$ cat src/uart_echo_pkg.sv
// uart echo shared definitions
// byte width and the state encodings of receiver, queue and transmitter
`default_nettype none

package uart_echo_pkg;

  // 8N1 frame, fixed
  localparam int unsigned data_bits = 8;

  typedef enum logic [1:0] {
    rx_st_idle,
    rx_st_start,
    rx_st_data,
    rx_st_stop
  } rx_state_e;

  typedef enum logic [2:0] {
    tx_st_idle,
    tx_st_start_bit,
    tx_st_data_bits,
    tx_st_stop_bit,
    tx_st_wait_go_low
  } tx_state_e;

  typedef enum logic [1:0] {
    q_st_idle,
    q_st_sending,
    q_st_ack
  } queue_state_e;

endpackage

`default_nettype wire

$ cat src/uart_rx.sv
// uart receiver, 8N1
// oversamples rx at the system clock and samples each bit at mid-bit
// emits a one-cycle byte strobe, or a framing-error pulse on a low stop bit
`timescale 1ns/1ps
`default_nettype none

module uart_rx #(
  parameter int unsigned clock_frequency_hz = 50_000_000,
  parameter int unsigned baud_rate = 115_200
) (
  input  wire                                 clk,
  input  wire                                 rst_n,
  input  wire                                 rx,
  output logic [uart_echo_pkg::data_bits-1:0] rx_data,
  output logic                                rx_valid,
  output logic                                frame_error
);

  import uart_echo_pkg::*;

  localparam int unsigned bit_time = clock_frequency_hz / baud_rate;
  localparam int unsigned half_bit = bit_time / 2;
  localparam int unsigned cnt_w = (bit_time < 2) ? 1 : $clog2(bit_time);

  rx_state_e state;

  logic rx_meta;
  logic rx_sync;

  logic [cnt_w-1:0] bit_time_cnt;
  logic [$clog2(data_bits)-1:0] bit_cnt;
  logic [data_bits-1:0] shift_reg;

  // two-flop synchronizer, idles high like the line
  always_ff @(posedge clk) begin
    if (!rst_n) begin
      rx_meta <= 1'b1;
      rx_sync <= 1'b1;
    end else begin
      rx_meta <= rx;
      rx_sync <= rx_meta;
    end
  end

  // bits arrive lsb first, shift in from the top
  always_ff @(posedge clk) begin
    if (state == rx_st_data && bit_time_cnt == 0) begin
      shift_reg <= {rx_sync, shift_reg[data_bits-1:1]};
    end
  end

  assign rx_data = shift_reg;

  always_ff @(posedge clk) begin
    if (!rst_n) begin
      state        <= rx_st_idle;
      bit_time_cnt <= '0;
      bit_cnt      <= '0;
      rx_valid     <= 1'b0;
      frame_error  <= 1'b0;
    end else begin
      rx_valid    <= 1'b0;
      frame_error <= 1'b0;
      unique case (state)
        rx_st_idle: begin
          // first low sample counts as one tick of the half bit
          if (!rx_sync) begin
            bit_time_cnt <= cnt_w'(half_bit - 1);
            state        <= rx_st_start;
          end
        end
        rx_st_start: begin
          bit_time_cnt <= bit_time_cnt - 1'b1;
          if (bit_time_cnt == 0) begin
            if (!rx_sync) begin
              bit_time_cnt <= cnt_w'(bit_time - 1);
              bit_cnt      <= '0;
              state        <= rx_st_data;
            end else begin
              // glitch, not a real start bit
              state <= rx_st_idle;
            end
          end
        end
        rx_st_data: begin
          bit_time_cnt <= bit_time_cnt - 1'b1;
          if (bit_time_cnt == 0) begin
            bit_time_cnt <= cnt_w'(bit_time - 1);
            bit_cnt      <= bit_cnt + 1'b1;
            if (bit_cnt == data_bits - 1) begin
              state <= rx_st_stop;
            end
          end
        end
        rx_st_stop: begin
          bit_time_cnt <= bit_time_cnt - 1'b1;
          if (bit_time_cnt == 0) begin
            // mid stop bit, hand the byte over or flag it
            if (rx_sync) begin
              rx_valid <= 1'b1;
            end else begin
              frame_error <= 1'b1;
            end
            state <= rx_st_idle;
          end
        end
        default: begin
          state <= rx_st_idle;
        end
      endcase
    end
  end

endmodule

`default_nettype wire

$ cat src/echo_queue.sv
// echo byte queue
// circular FIFO between receiver and transmitter with sticky overrun,
// plus the go/bsy sequencer that hands bytes to the transmitter in order
`timescale 1ns/1ps
`default_nettype none

module echo_queue #(
  parameter int unsigned queue_depth = 4
) (
  input  wire                                 clk,
  input  wire                                 rst_n,
  input  wire  [uart_echo_pkg::data_bits-1:0] rx_data,
  input  wire                                 rx_valid,
  input  wire                                 tx_pause,
  input  wire                                 bsy,
  output logic [uart_echo_pkg::data_bits-1:0] tx_data,
  output logic                                go,
  output logic                                overrun
);

  import uart_echo_pkg::*;

  localparam int unsigned ptr_w = $clog2(queue_depth);

  queue_state_e state;

  logic [data_bits-1:0] mem [queue_depth];
  logic [ptr_w-1:0] wr_ptr;
  logic [ptr_w-1:0] rd_ptr;
  logic [ptr_w:0] count;

  logic full;
  logic empty;
  logic push;
  logic pop;
  logic has_data;

  assign full  = (count == (ptr_w + 1)'(queue_depth));
  assign empty = (count == '0);
  assign push  = rx_valid && !full;
  // acknowledge: transmitter dropped bsy while go is still up
  assign pop   = (state == q_st_ack) && !bsy;

  // a byte being written this cycle is readable when go rises
  assign has_data = !empty || rx_valid;

  // head entry, held while go is high since a full queue blocks writes
  assign tx_data = mem[rd_ptr];

  always_ff @(posedge clk) begin
    if (push) begin
      mem[wr_ptr] <= rx_data;
    end
  end

  always_ff @(posedge clk) begin
    if (!rst_n) begin
      wr_ptr  <= '0;
      rd_ptr  <= '0;
      count   <= '0;
      overrun <= 1'b0;
    end else begin
      if (push) begin
        wr_ptr <= wr_ptr + 1'b1;
      end
      if (pop) begin
        rd_ptr <= rd_ptr + 1'b1;
      end
      if (push && !pop) begin
        count <= count + 1'b1;
      end else if (pop && !push) begin
        count <= count - 1'b1;
      end
      // sticky until reset
      if (rx_valid && full) begin
        overrun <= 1'b1;
      end
    end
  end

  // go/bsy sequencer
  always_ff @(posedge clk) begin
    if (!rst_n) begin
      state <= q_st_idle;
      go    <= 1'b0;
    end else begin
      unique case (state)
        q_st_idle: begin
          if (has_data && !tx_pause) begin
            go    <= 1'b1;
            state <= q_st_sending;
          end
        end
        q_st_sending: begin
          if (bsy) begin
            state <= q_st_ack;
          end
        end
        q_st_ack: begin
          if (!bsy) begin
            go    <= 1'b0;
            state <= q_st_idle;
          end
        end
        default: begin
          go    <= 1'b0;
          state <= q_st_idle;
        end
      endcase
    end
  end

endmodule

`default_nettype wire

$ cat src/uart_tx.sv
// uart transmitter, 8N1
// sends tx_data when go is raised, holds bsy while the frame is on the line,
// then waits for go to drop before accepting the next byte
`timescale 1ns/1ps
`default_nettype none

module uart_tx #(
  parameter int unsigned clock_frequency_hz = 50_000_000,
  parameter int unsigned baud_rate = 115_200
) (
  input  wire                                clk,
  input  wire                                rst_n,
  input  wire [uart_echo_pkg::data_bits-1:0] tx_data,
  input  wire                                go,
  output logic                               tx,
  output logic                               bsy
);

  import uart_echo_pkg::*;

  localparam int unsigned bit_time = clock_frequency_hz / baud_rate;
  localparam int unsigned cnt_w = (bit_time < 2) ? 1 : $clog2(bit_time);

  tx_state_e state;

  logic [$clog2(data_bits)-1:0] bit_count;
  logic [cnt_w-1:0] bit_time_cnt;

  // line level and busy straight from the state
  always_comb begin
    unique case (state)
      tx_st_idle: begin
        tx  = 1'b1;
        bsy = go;
      end
      tx_st_start_bit: begin
        tx  = 1'b0;
        bsy = 1'b1;
      end
      tx_st_data_bits: begin
        tx  = tx_data[bit_count];
        bsy = 1'b1;
      end
      tx_st_stop_bit: begin
        tx  = 1'b1;
        bsy = 1'b1;
      end
      tx_st_wait_go_low: begin
        tx  = 1'b1;
        bsy = 1'b0;
      end
      default: begin
        tx  = 1'b1;
        bsy = 1'b0;
      end
    endcase
  end

  always_ff @(posedge clk) begin
    if (!rst_n) begin
      state        <= tx_st_idle;
      bit_count    <= '0;
      bit_time_cnt <= '0;
    end else begin
      unique case (state)
        tx_st_idle: begin
          // count reloads one short, the zero count is a tick too
          if (go) begin
            bit_time_cnt <= cnt_w'(bit_time - 1);
            state        <= tx_st_start_bit;
          end
        end
        tx_st_start_bit: begin
          bit_time_cnt <= bit_time_cnt - 1'b1;
          if (bit_time_cnt == 0) begin
            bit_time_cnt <= cnt_w'(bit_time - 1);
            bit_count    <= '0;
            state        <= tx_st_data_bits;
          end
        end
        tx_st_data_bits: begin
          bit_time_cnt <= bit_time_cnt - 1'b1;
          if (bit_time_cnt == 0) begin
            bit_time_cnt <= cnt_w'(bit_time - 1);
            bit_count    <= bit_count + 1'b1;
            if (bit_count == data_bits - 1) begin
              bit_count <= '0;
              state     <= tx_st_stop_bit;
            end
          end
        end
        tx_st_stop_bit: begin
          bit_time_cnt <= bit_time_cnt - 1'b1;
          if (bit_time_cnt == 0) begin
            state <= tx_st_wait_go_low;
          end
        end
        tx_st_wait_go_low: begin
          // sender acknowledges by dropping go
          if (!go) begin
            state <= tx_st_idle;
          end
        end
        default: begin
          state <= tx_st_idle;
        end
      endcase
    end
  end

endmodule

`default_nettype wire

$ cat src/uart_echo_top.sv
// uart echo channel
// receiver feeds a byte queue, the queue feeds the transmitter,
// so every good byte on rx comes back on tx in arrival order
`timescale 1ns/1ps
`default_nettype none

module uart_echo_top #(
  parameter int unsigned clock_frequency_hz = 50_000_000,
  parameter int unsigned baud_rate = 115_200,
  parameter int unsigned queue_depth = 4
) (
  input  wire  clk,
  input  wire  rst_n,
  input  wire  rx,
  input  wire  tx_pause,
  output logic tx,
  output logic overrun,
  output logic frame_error
);

  import uart_echo_pkg::*;

  logic [data_bits-1:0] rx_data;
  logic rx_valid;
  logic [data_bits-1:0] tx_data;
  logic go;
  logic bsy;

  uart_rx #(
    .clock_frequency_hz(clock_frequency_hz),
    .baud_rate(baud_rate)
  ) uart_rx_i (
    .clk(clk),
    .rst_n(rst_n),
    .rx(rx),
    .rx_data(rx_data),
    .rx_valid(rx_valid),
    .frame_error(frame_error)
  );

  echo_queue #(
    .queue_depth(queue_depth)
  ) echo_queue_i (
    .clk(clk),
    .rst_n(rst_n),
    .rx_data(rx_data),
    .rx_valid(rx_valid),
    .tx_pause(tx_pause),
    .bsy(bsy),
    .tx_data(tx_data),
    .go(go),
    .overrun(overrun)
  );

  uart_tx #(
    .clock_frequency_hz(clock_frequency_hz),
    .baud_rate(baud_rate)
  ) uart_tx_i (
    .clk(clk),
    .rst_n(rst_n),
    .tx_data(tx_data),
    .go(go),
    .tx(tx),
    .bsy(bsy)
  );

endmodule

`default_nettype wire

$ cat config.mk
export PLATFORM = sky130hd
export DESIGN_NAME = uart_echo_top
export DESIGN_NICKNAME = d
export VERILOG_FILES = /design/src/uart_echo_pkg.sv /design/src/uart_rx.sv /design/src/echo_queue.sv /design/src/uart_tx.sv /design/src/uart_echo_top.sv
export SDC_FILE = /design/constraint.sdc
export NUM_CORES = 1
export LEC_CHECK = 0
export ABC_AREA = 1
export BUFFER_PORTS_ARGS = -buffer_cell sky130_fd_sc_hd__buf_2
export CORE_AREA = 2 2 96 98
export CTS_BUF_LIST = sky130_fd_sc_hd__clkbuf_8
export DETAILED_ROUTE_END_ITERATION = 10
export DIE_AREA = 0 0 98 100
export PLACE_DENSITY = 0.64
export SETUP_SLACK_MARGIN = 0.02
export SYNTH_ARGS = -nofsm -noshare
export SYNTH_HDL_FRONTEND = slang
export SYNTH_SLANG_ARGS = --single-unit
$ cat constraint.sdc
create_clock -name clk -period 2.55 [get_ports clk]
set_clock_uncertainty 0.05 [all_clocks]
set_input_delay 0.51 -clock clk [delete_from_list [all_inputs] [get_ports clk]]
set_output_delay 0.51 -clock clk [all_outputs]
set_load 0.03 [all_outputs]
Word-level counts from Yosys, hierarchy flattened
Memory sizes are Yosys's and may differ from the RTL's. A register that Yosys moved wholly into a read port is not among the register bits.
Cells that the tools add are included.
{"block": "classes", "n_reduce_logical": 34, "magnitude_cmp": 1, "n_mux": 49, "n_eq_ne": 27, "bitwise": 1, "add_sub_neg": 8}
{"cell": "$mux 9", "count": 6}
{"cell": "$mux 3", "count": 14}
{"cell": "$pmux 9 s4", "count": 1}
{"cell": "$pmux 9 s3", "count": 1}
{"cell": "$mux 2", "count": 11}
{"cell": "$logic_not 9->1", "count": 2}
{"cell": "$sub 9x1->9 const B", "count": 2}
{"cell": "$ne 2x1->1 const B", "count": 8}
{"cell": "$pmux 3 s5", "count": 1}
{"cell": "$ne 2x2->1 const B", "count": 7}
{"cell": "$eq 3x3->1 const B", "count": 4}
{"cell": "$pmux 3 s2", "count": 2}
{"cell": "$reduce_and 3->1", "count": 4}
{"cell": "$add 3x1->3 const B", "count": 3}
{"cell": "$pmux 2 s4", "count": 1}
{"cell": "$logic_and 1x1->1", "count": 7}
{"cell": "$mux 1", "count": 7}
{"cell": "$eq 2x2->1 const B", "count": 3}
{"cell": "$eq 3x2->1 const B", "count": 2}
{"cell": "$logic_not 1->1", "count": 6}
{"cell": "$logic_not 3->1", "count": 2}
{"cell": "$pmux 2 s3", "count": 1}
{"cell": "$reduce_and 6->1", "count": 1}
{"cell": "$reduce_bool 2->1", "count": 3}
{"cell": "other kinds (17)", "count": 21}
{"block": "word_totals", "word_cells": 138, "inputBits": 4, "reg_bits": 52, "n_memories": 1, "ram_bits": 32}
{"memory": "echo_queue_i.mem", "depth": 4, "word_bits": 8, "read_ports": 1, "rd_ports_with_merged_regs": 1, "wr": 1, "line_no": "echo_queue.sv:27", "text": "logic [data_bits-1:0] mem [queue_depth];"}

Longest topological paths before layout
{"block": "depth", "depth_word": 8, "mapped_depth": 12}

By module
A second synthesis with hierarchy kept.
{"block": "unflattened", "cells_unflattened": 466, "hier_area_um2": 4025.1}
{"module": "echo_queue", "cells_each": 167, "n_inst": 1, "area_each_um2": 1840.5, "seq_area_each_um2": 1221.2}
{"module": "uart_rx", "cells_each": 148, "n_inst": 1, "area_each_um2": 1209.9, "seq_area_each_um2": 600.6}
{"module": "uart_tx", "cells_each": 151, "n_inst": 1, "area_each_um2": 974.7, "seq_area_each_um2": 300.3}

Worst setup path after synthesis
OpenSTA, ideal clock, no wires.
{"block": "synth_path", "path_kind": "reg2reg", "startpoint": "register uart_tx_i.state[0]", "endpoint": "register echo_queue_i.count[2]", "arrival_time_ns": 1.748, "required_time_ns": 2.378, "period_less_slack_ns": 1.920, "setup_time_ns": 0.122, "stages_incl_launch_ff": 12, "path_slack_ns": 0.630, "path_cell_list": "dfxtp_1 -> o21ai_2 -> nand2_4 -> inv_4 -> nand2_1 -> ha_1 -> inv_1 -> fa_1 -> a21oi_1 -> o21ai_0 -> o21ai_0 -> a21oi_1"}
{"block": "synth_via", "elab_chain_len": 8}
{"element": "from (decl)", "line_no": "uart_tx.sv:24", "text": "tx_state_e state;"}
{"element": "from (signal assigned)", "line_no": "uart_tx.sv:61", "text": "state <= tx_st_idle;"}
{"element": "from (signal assigned)", "line_no": "uart_tx.sv:70", "text": "state <= tx_st_start_bit;"}
{"element": "from (signal assigned)", "line_no": "uart_tx.sv:78", "text": "state <= tx_st_data_bits;"}
{"element": "$eq 3x1->1 or $eq 3x2->1 (tied branches)", "line_no": "uart_tx.sv:31", "text": "unique case (state)"}
{"element": "$reduce_or 3->1 (no source line)"}
{"element": "$pmux 1 s2 *", "line_no": "uart_tx.sv:31"}
{"element": "$logic_not 1->1 *", "line_no": "echo_queue.sv:42", "text": "assign pop = (state == q_st_ack) && !bsy;"}
{"element": "$logic_and 1x1->1 *", "line_no": "echo_queue.sv:42"}
{"element": "$logic_not 1->1", "line_no": "echo_queue.sv:69", "text": "if (push && !pop) begin"}
{"element": "$logic_and 1x1->1", "line_no": "echo_queue.sv:69"}
{"element": "$mux 3 or $reduce_bool 2->1 (tied branches)"}
{"element": "to (signal assigned)", "line_no": "echo_queue.sv:70", "text": "count <= count + 1'b1;"}
{"element": "to (signal assigned)", "line_no": "echo_queue.sv:72", "text": "count <= count - 1'b1;"}
{"element": "to (decl)", "line_no": "echo_queue.sv:30", "text": "logic [ptr_w:0] count;"}
Every way passes the cells marked *; elsewhere a longest branch is shown, timed or not.
A chain may end at the register's enable or synchronous reset.

==> impl_metrics.ini <==
[status]
status = completed

[synth]
synth_xor_area_share_pct = 1.81
yosysTopAreaCell = edfxtp_1
syn_avg_cell_area_sq_um = 8.87
synth_ff_type = dfxtp_1
synth_edf_count = 40
yosysSeqAreaShare_pct = 54.9
synth_fa_ha_area_share_pct = 4.08
synth_compound_area_share_pct = 8.99
synth_cell_types = 41
yosysMostFrequentCell = nand2_1
synth-simple-area-share_pct = 24.0
ys_top_cells_by_area = edfxtp_1, dfxtp_1, nand2_1
yosys_warnings = 0
synth.top_cell.area_share_pct = 31.0
async_flop_share_pct = 0
syn-cell-area_sq_um = 3870
ys_top_cells_by_count = nand2_1, inv_1, dfxtp_1, nor2_1, nand3_1
syn-instance-count = 436
synth_top_family_by_area = simple AND/OR/NAND/NOR gates
muxShareOfSynthArea_pct = 0
ys_ff_latch = 86
synth_fp_nets = 452

[global_routing]
antenna_found_initial = 0
grt_remaining_overflow = 0
grt_util_all_layers_pct = 15.0
grt_pass1_wl_mm = 11.8
grt_max_degree = 25
grt_pass1_vias = 2622

[die]
ioPinCount = 7
fp.dieH_um = 100
start_util_pct = 43.5
core_area_sq_um = 8890
rows = 35
dieArea_sq_um = 9800
dieWidth_um = 98

[drt]
firstDrtPassIters = 4
num_vias = 2816
vias_per_cell = 4.94
wl_per_cell_um = 12.1
drt_iter0_drc = 154
drc_errors = 0
wl_mm = 6.89
ant_nets = 0

[sta]
min_period_ns = 2.26
setup_viol = 0
hold_viol = 0
timing.fmax_ghz = 0.443
finalSetupTns_ns = 0
slew_violations = 0
relSlewSlack_pct = 68.5
min_period_over_period_pct = 88.5
hold_ws_ns = 0.294
rsz0062_at_grt = false
worst_pin_slew_ns = 0.473

[layout]
fillers = 840
area_delta_synth_final_pct = 11.0
antenna_cells = 0
drive_gt1_share_pct = 11.8
final_nets = 470

[setup_path]
critical_path.endpoint_type = primary output
critical_path_class = reg -> out
cp-start-kind = register
slowest_delay_ns = 0.35
required_ns = 1.99
crit_path_cell_trace = inv_2 -> nand2_1 -> nand3_1 -> nand3_1 -> nand2_1 -> nand2_1 -> nand3_1 -> nand3_1 -> nand2_1 -> buf_2
cp_slowest_cell = dfxtp_2
crit_arrival_ns = 1.70
r2r_start = uart_tx_i.state[0]$_SDFFE_PN0P_
crit_fanout = 16

[hold_path]
hold_class = in -> reg
hold_path_startpoint = rx

[place]
port_buffers = 6
gp_congestion = 0.867
place_hpwl_mm = 4.84

[clock_network]
post-cts-setup-buffer-count = 0
cts_htree_levels = 3
cts.clk_slew.worst_paths_ns = 0.09
cts_made_buffers = 9
cts.sinks = 86
cts.path.max_buffers = 2
cts_tree = yes
root_buffer = clkbuf_8
clock_latency_ns = 0.35
cts_hold_buffers = 0

[pwr]
vdd_drop_max_mv = 0.639
power.density_nw_per_um2 = 1060
p_leak_nw = 1.75
p_total_mw = 4.54

[flow_run]
max_cap_viol_count = 0
## state kept, by name, summed over array words and instances, names as in the netlist, named ones only
signal                  flops
uart_rx_i.rx_valid          1
echo_queue_i.count          3
echo_queue_i.state          2
uart_rx_i.bit_time_cnt      9
uart_rx_i.rx_data           8
uart_rx_i.rx_sync           1
uart_tx_i.bit_time_cnt      9
echo_queue_i.rd_ptr         2
uart_rx_i.rx_meta           1
uart_tx_i.bit_count         3
echo_queue_i.wr_ptr         2
uart_tx_i.state             3
uart_rx_i.frame_error       1
uart_rx_i.state             1
echo_queue_i.mem           32
uart_rx_i.bit_cnt           3
echo_queue_i.go             1
echo_queue_i.overrun        1
## metal layers
metal | wire length, um | global-route usage [%] | share of wire (%) | vias up
li1 | - | - | - | 1472
met1 | 3400 | 19.3 | 49 | 1303
met2 | 3250 | 24.1 | 47 | 32
met3 | 139 | 3.62 | 2.0 | 9
met4 | 100 | 6.94 | 1.5 | 0
met5 | 0 | 0 | 0 | -
## timing repair
item	CTS	global route
endpoints found under the hold margin	0	0
setup endpoints to repair	0	1
resized for setup	0	1
## metrics by stage
step	utilization, %	std cells	area (sq um)	setup WS [ns]
floorplan	-	436	3870	0.630
global placement	45.7	554	4060	0.504
detailed placement	45.7	554	4060	0.450
CTS	48.3	570	4290	0.235
global route	48.3	570	4300	0.0798
finish	48.3	570	4300	0.292
## kinds of logic (layout without fill, tap and decap cells)
family,Yosys count,in the layout
xor gates and xnor gates,8,8
and+or+nand+nor,206,206
buffers and inverters,62,85
DFF,86,86
adders and majority gates,12,12
AOI/OAI and AO/OA,62,62
## where the power goes
group          internal (mW)  switching [mW]  total [mW]
sequential              1.62           0.176        1.79
combinational          0.605            1.08        1.68
clock                  0.586           0.483        1.07
total                   2.81            1.73        4.54
## critical path: cells and delay by family, from the launching register on
kind | cells | cell delay [ns]
simple gates | 8 | 0.59
buf+inv | 2 | 0.39
flops | 1 | 0.35
## path summary, 6_finish.rpt
path,depth (start not counted),slack (ns),end
setup / recovery,10,0.29,tx
hold / removal,2,0.29,uart_rx_i.rx_meta$_SDFF_PN1_
setup reg to reg,11,0.43,echo_queue_i.count[2]$_SDFFE_PN0P_
hold reg to reg,1,0.37,uart_rx_i.rx_sync$_SDFF_PN1_
## layout make-up
cell class              count  area [sq um]  area share, %
inverters                  55           209           4.86
clock buffers              10           138           3.20
clock inverters             6          92.6           2.16
well taps                 111           139           3.23
flip-flops and latches     86          2120           49.4
repair buffers             14          90.1           2.10
multi-input cells         288          1500           35.0
## placed cells by master, fill, tap and decap left out, drive strengths merged
cell,n
xor2,5
or2,4
nor2,46
o221ai,1
nor4,1
a21oi,28
nand2,105
xnor2,3
o21a,2
clkbuf,10
o211ai,2
bufinv,2
nor3b,2
ha,11
o2111ai,1
inv,56
nand3,45
o21ai,24
buf,14
nor3,2
clkinv,3
fa,1
edfxtp,40
dfxtp,46
nand4,1
a31oi,3
a32o,1
Note: power is estimated with default switching activity, not from simulation.
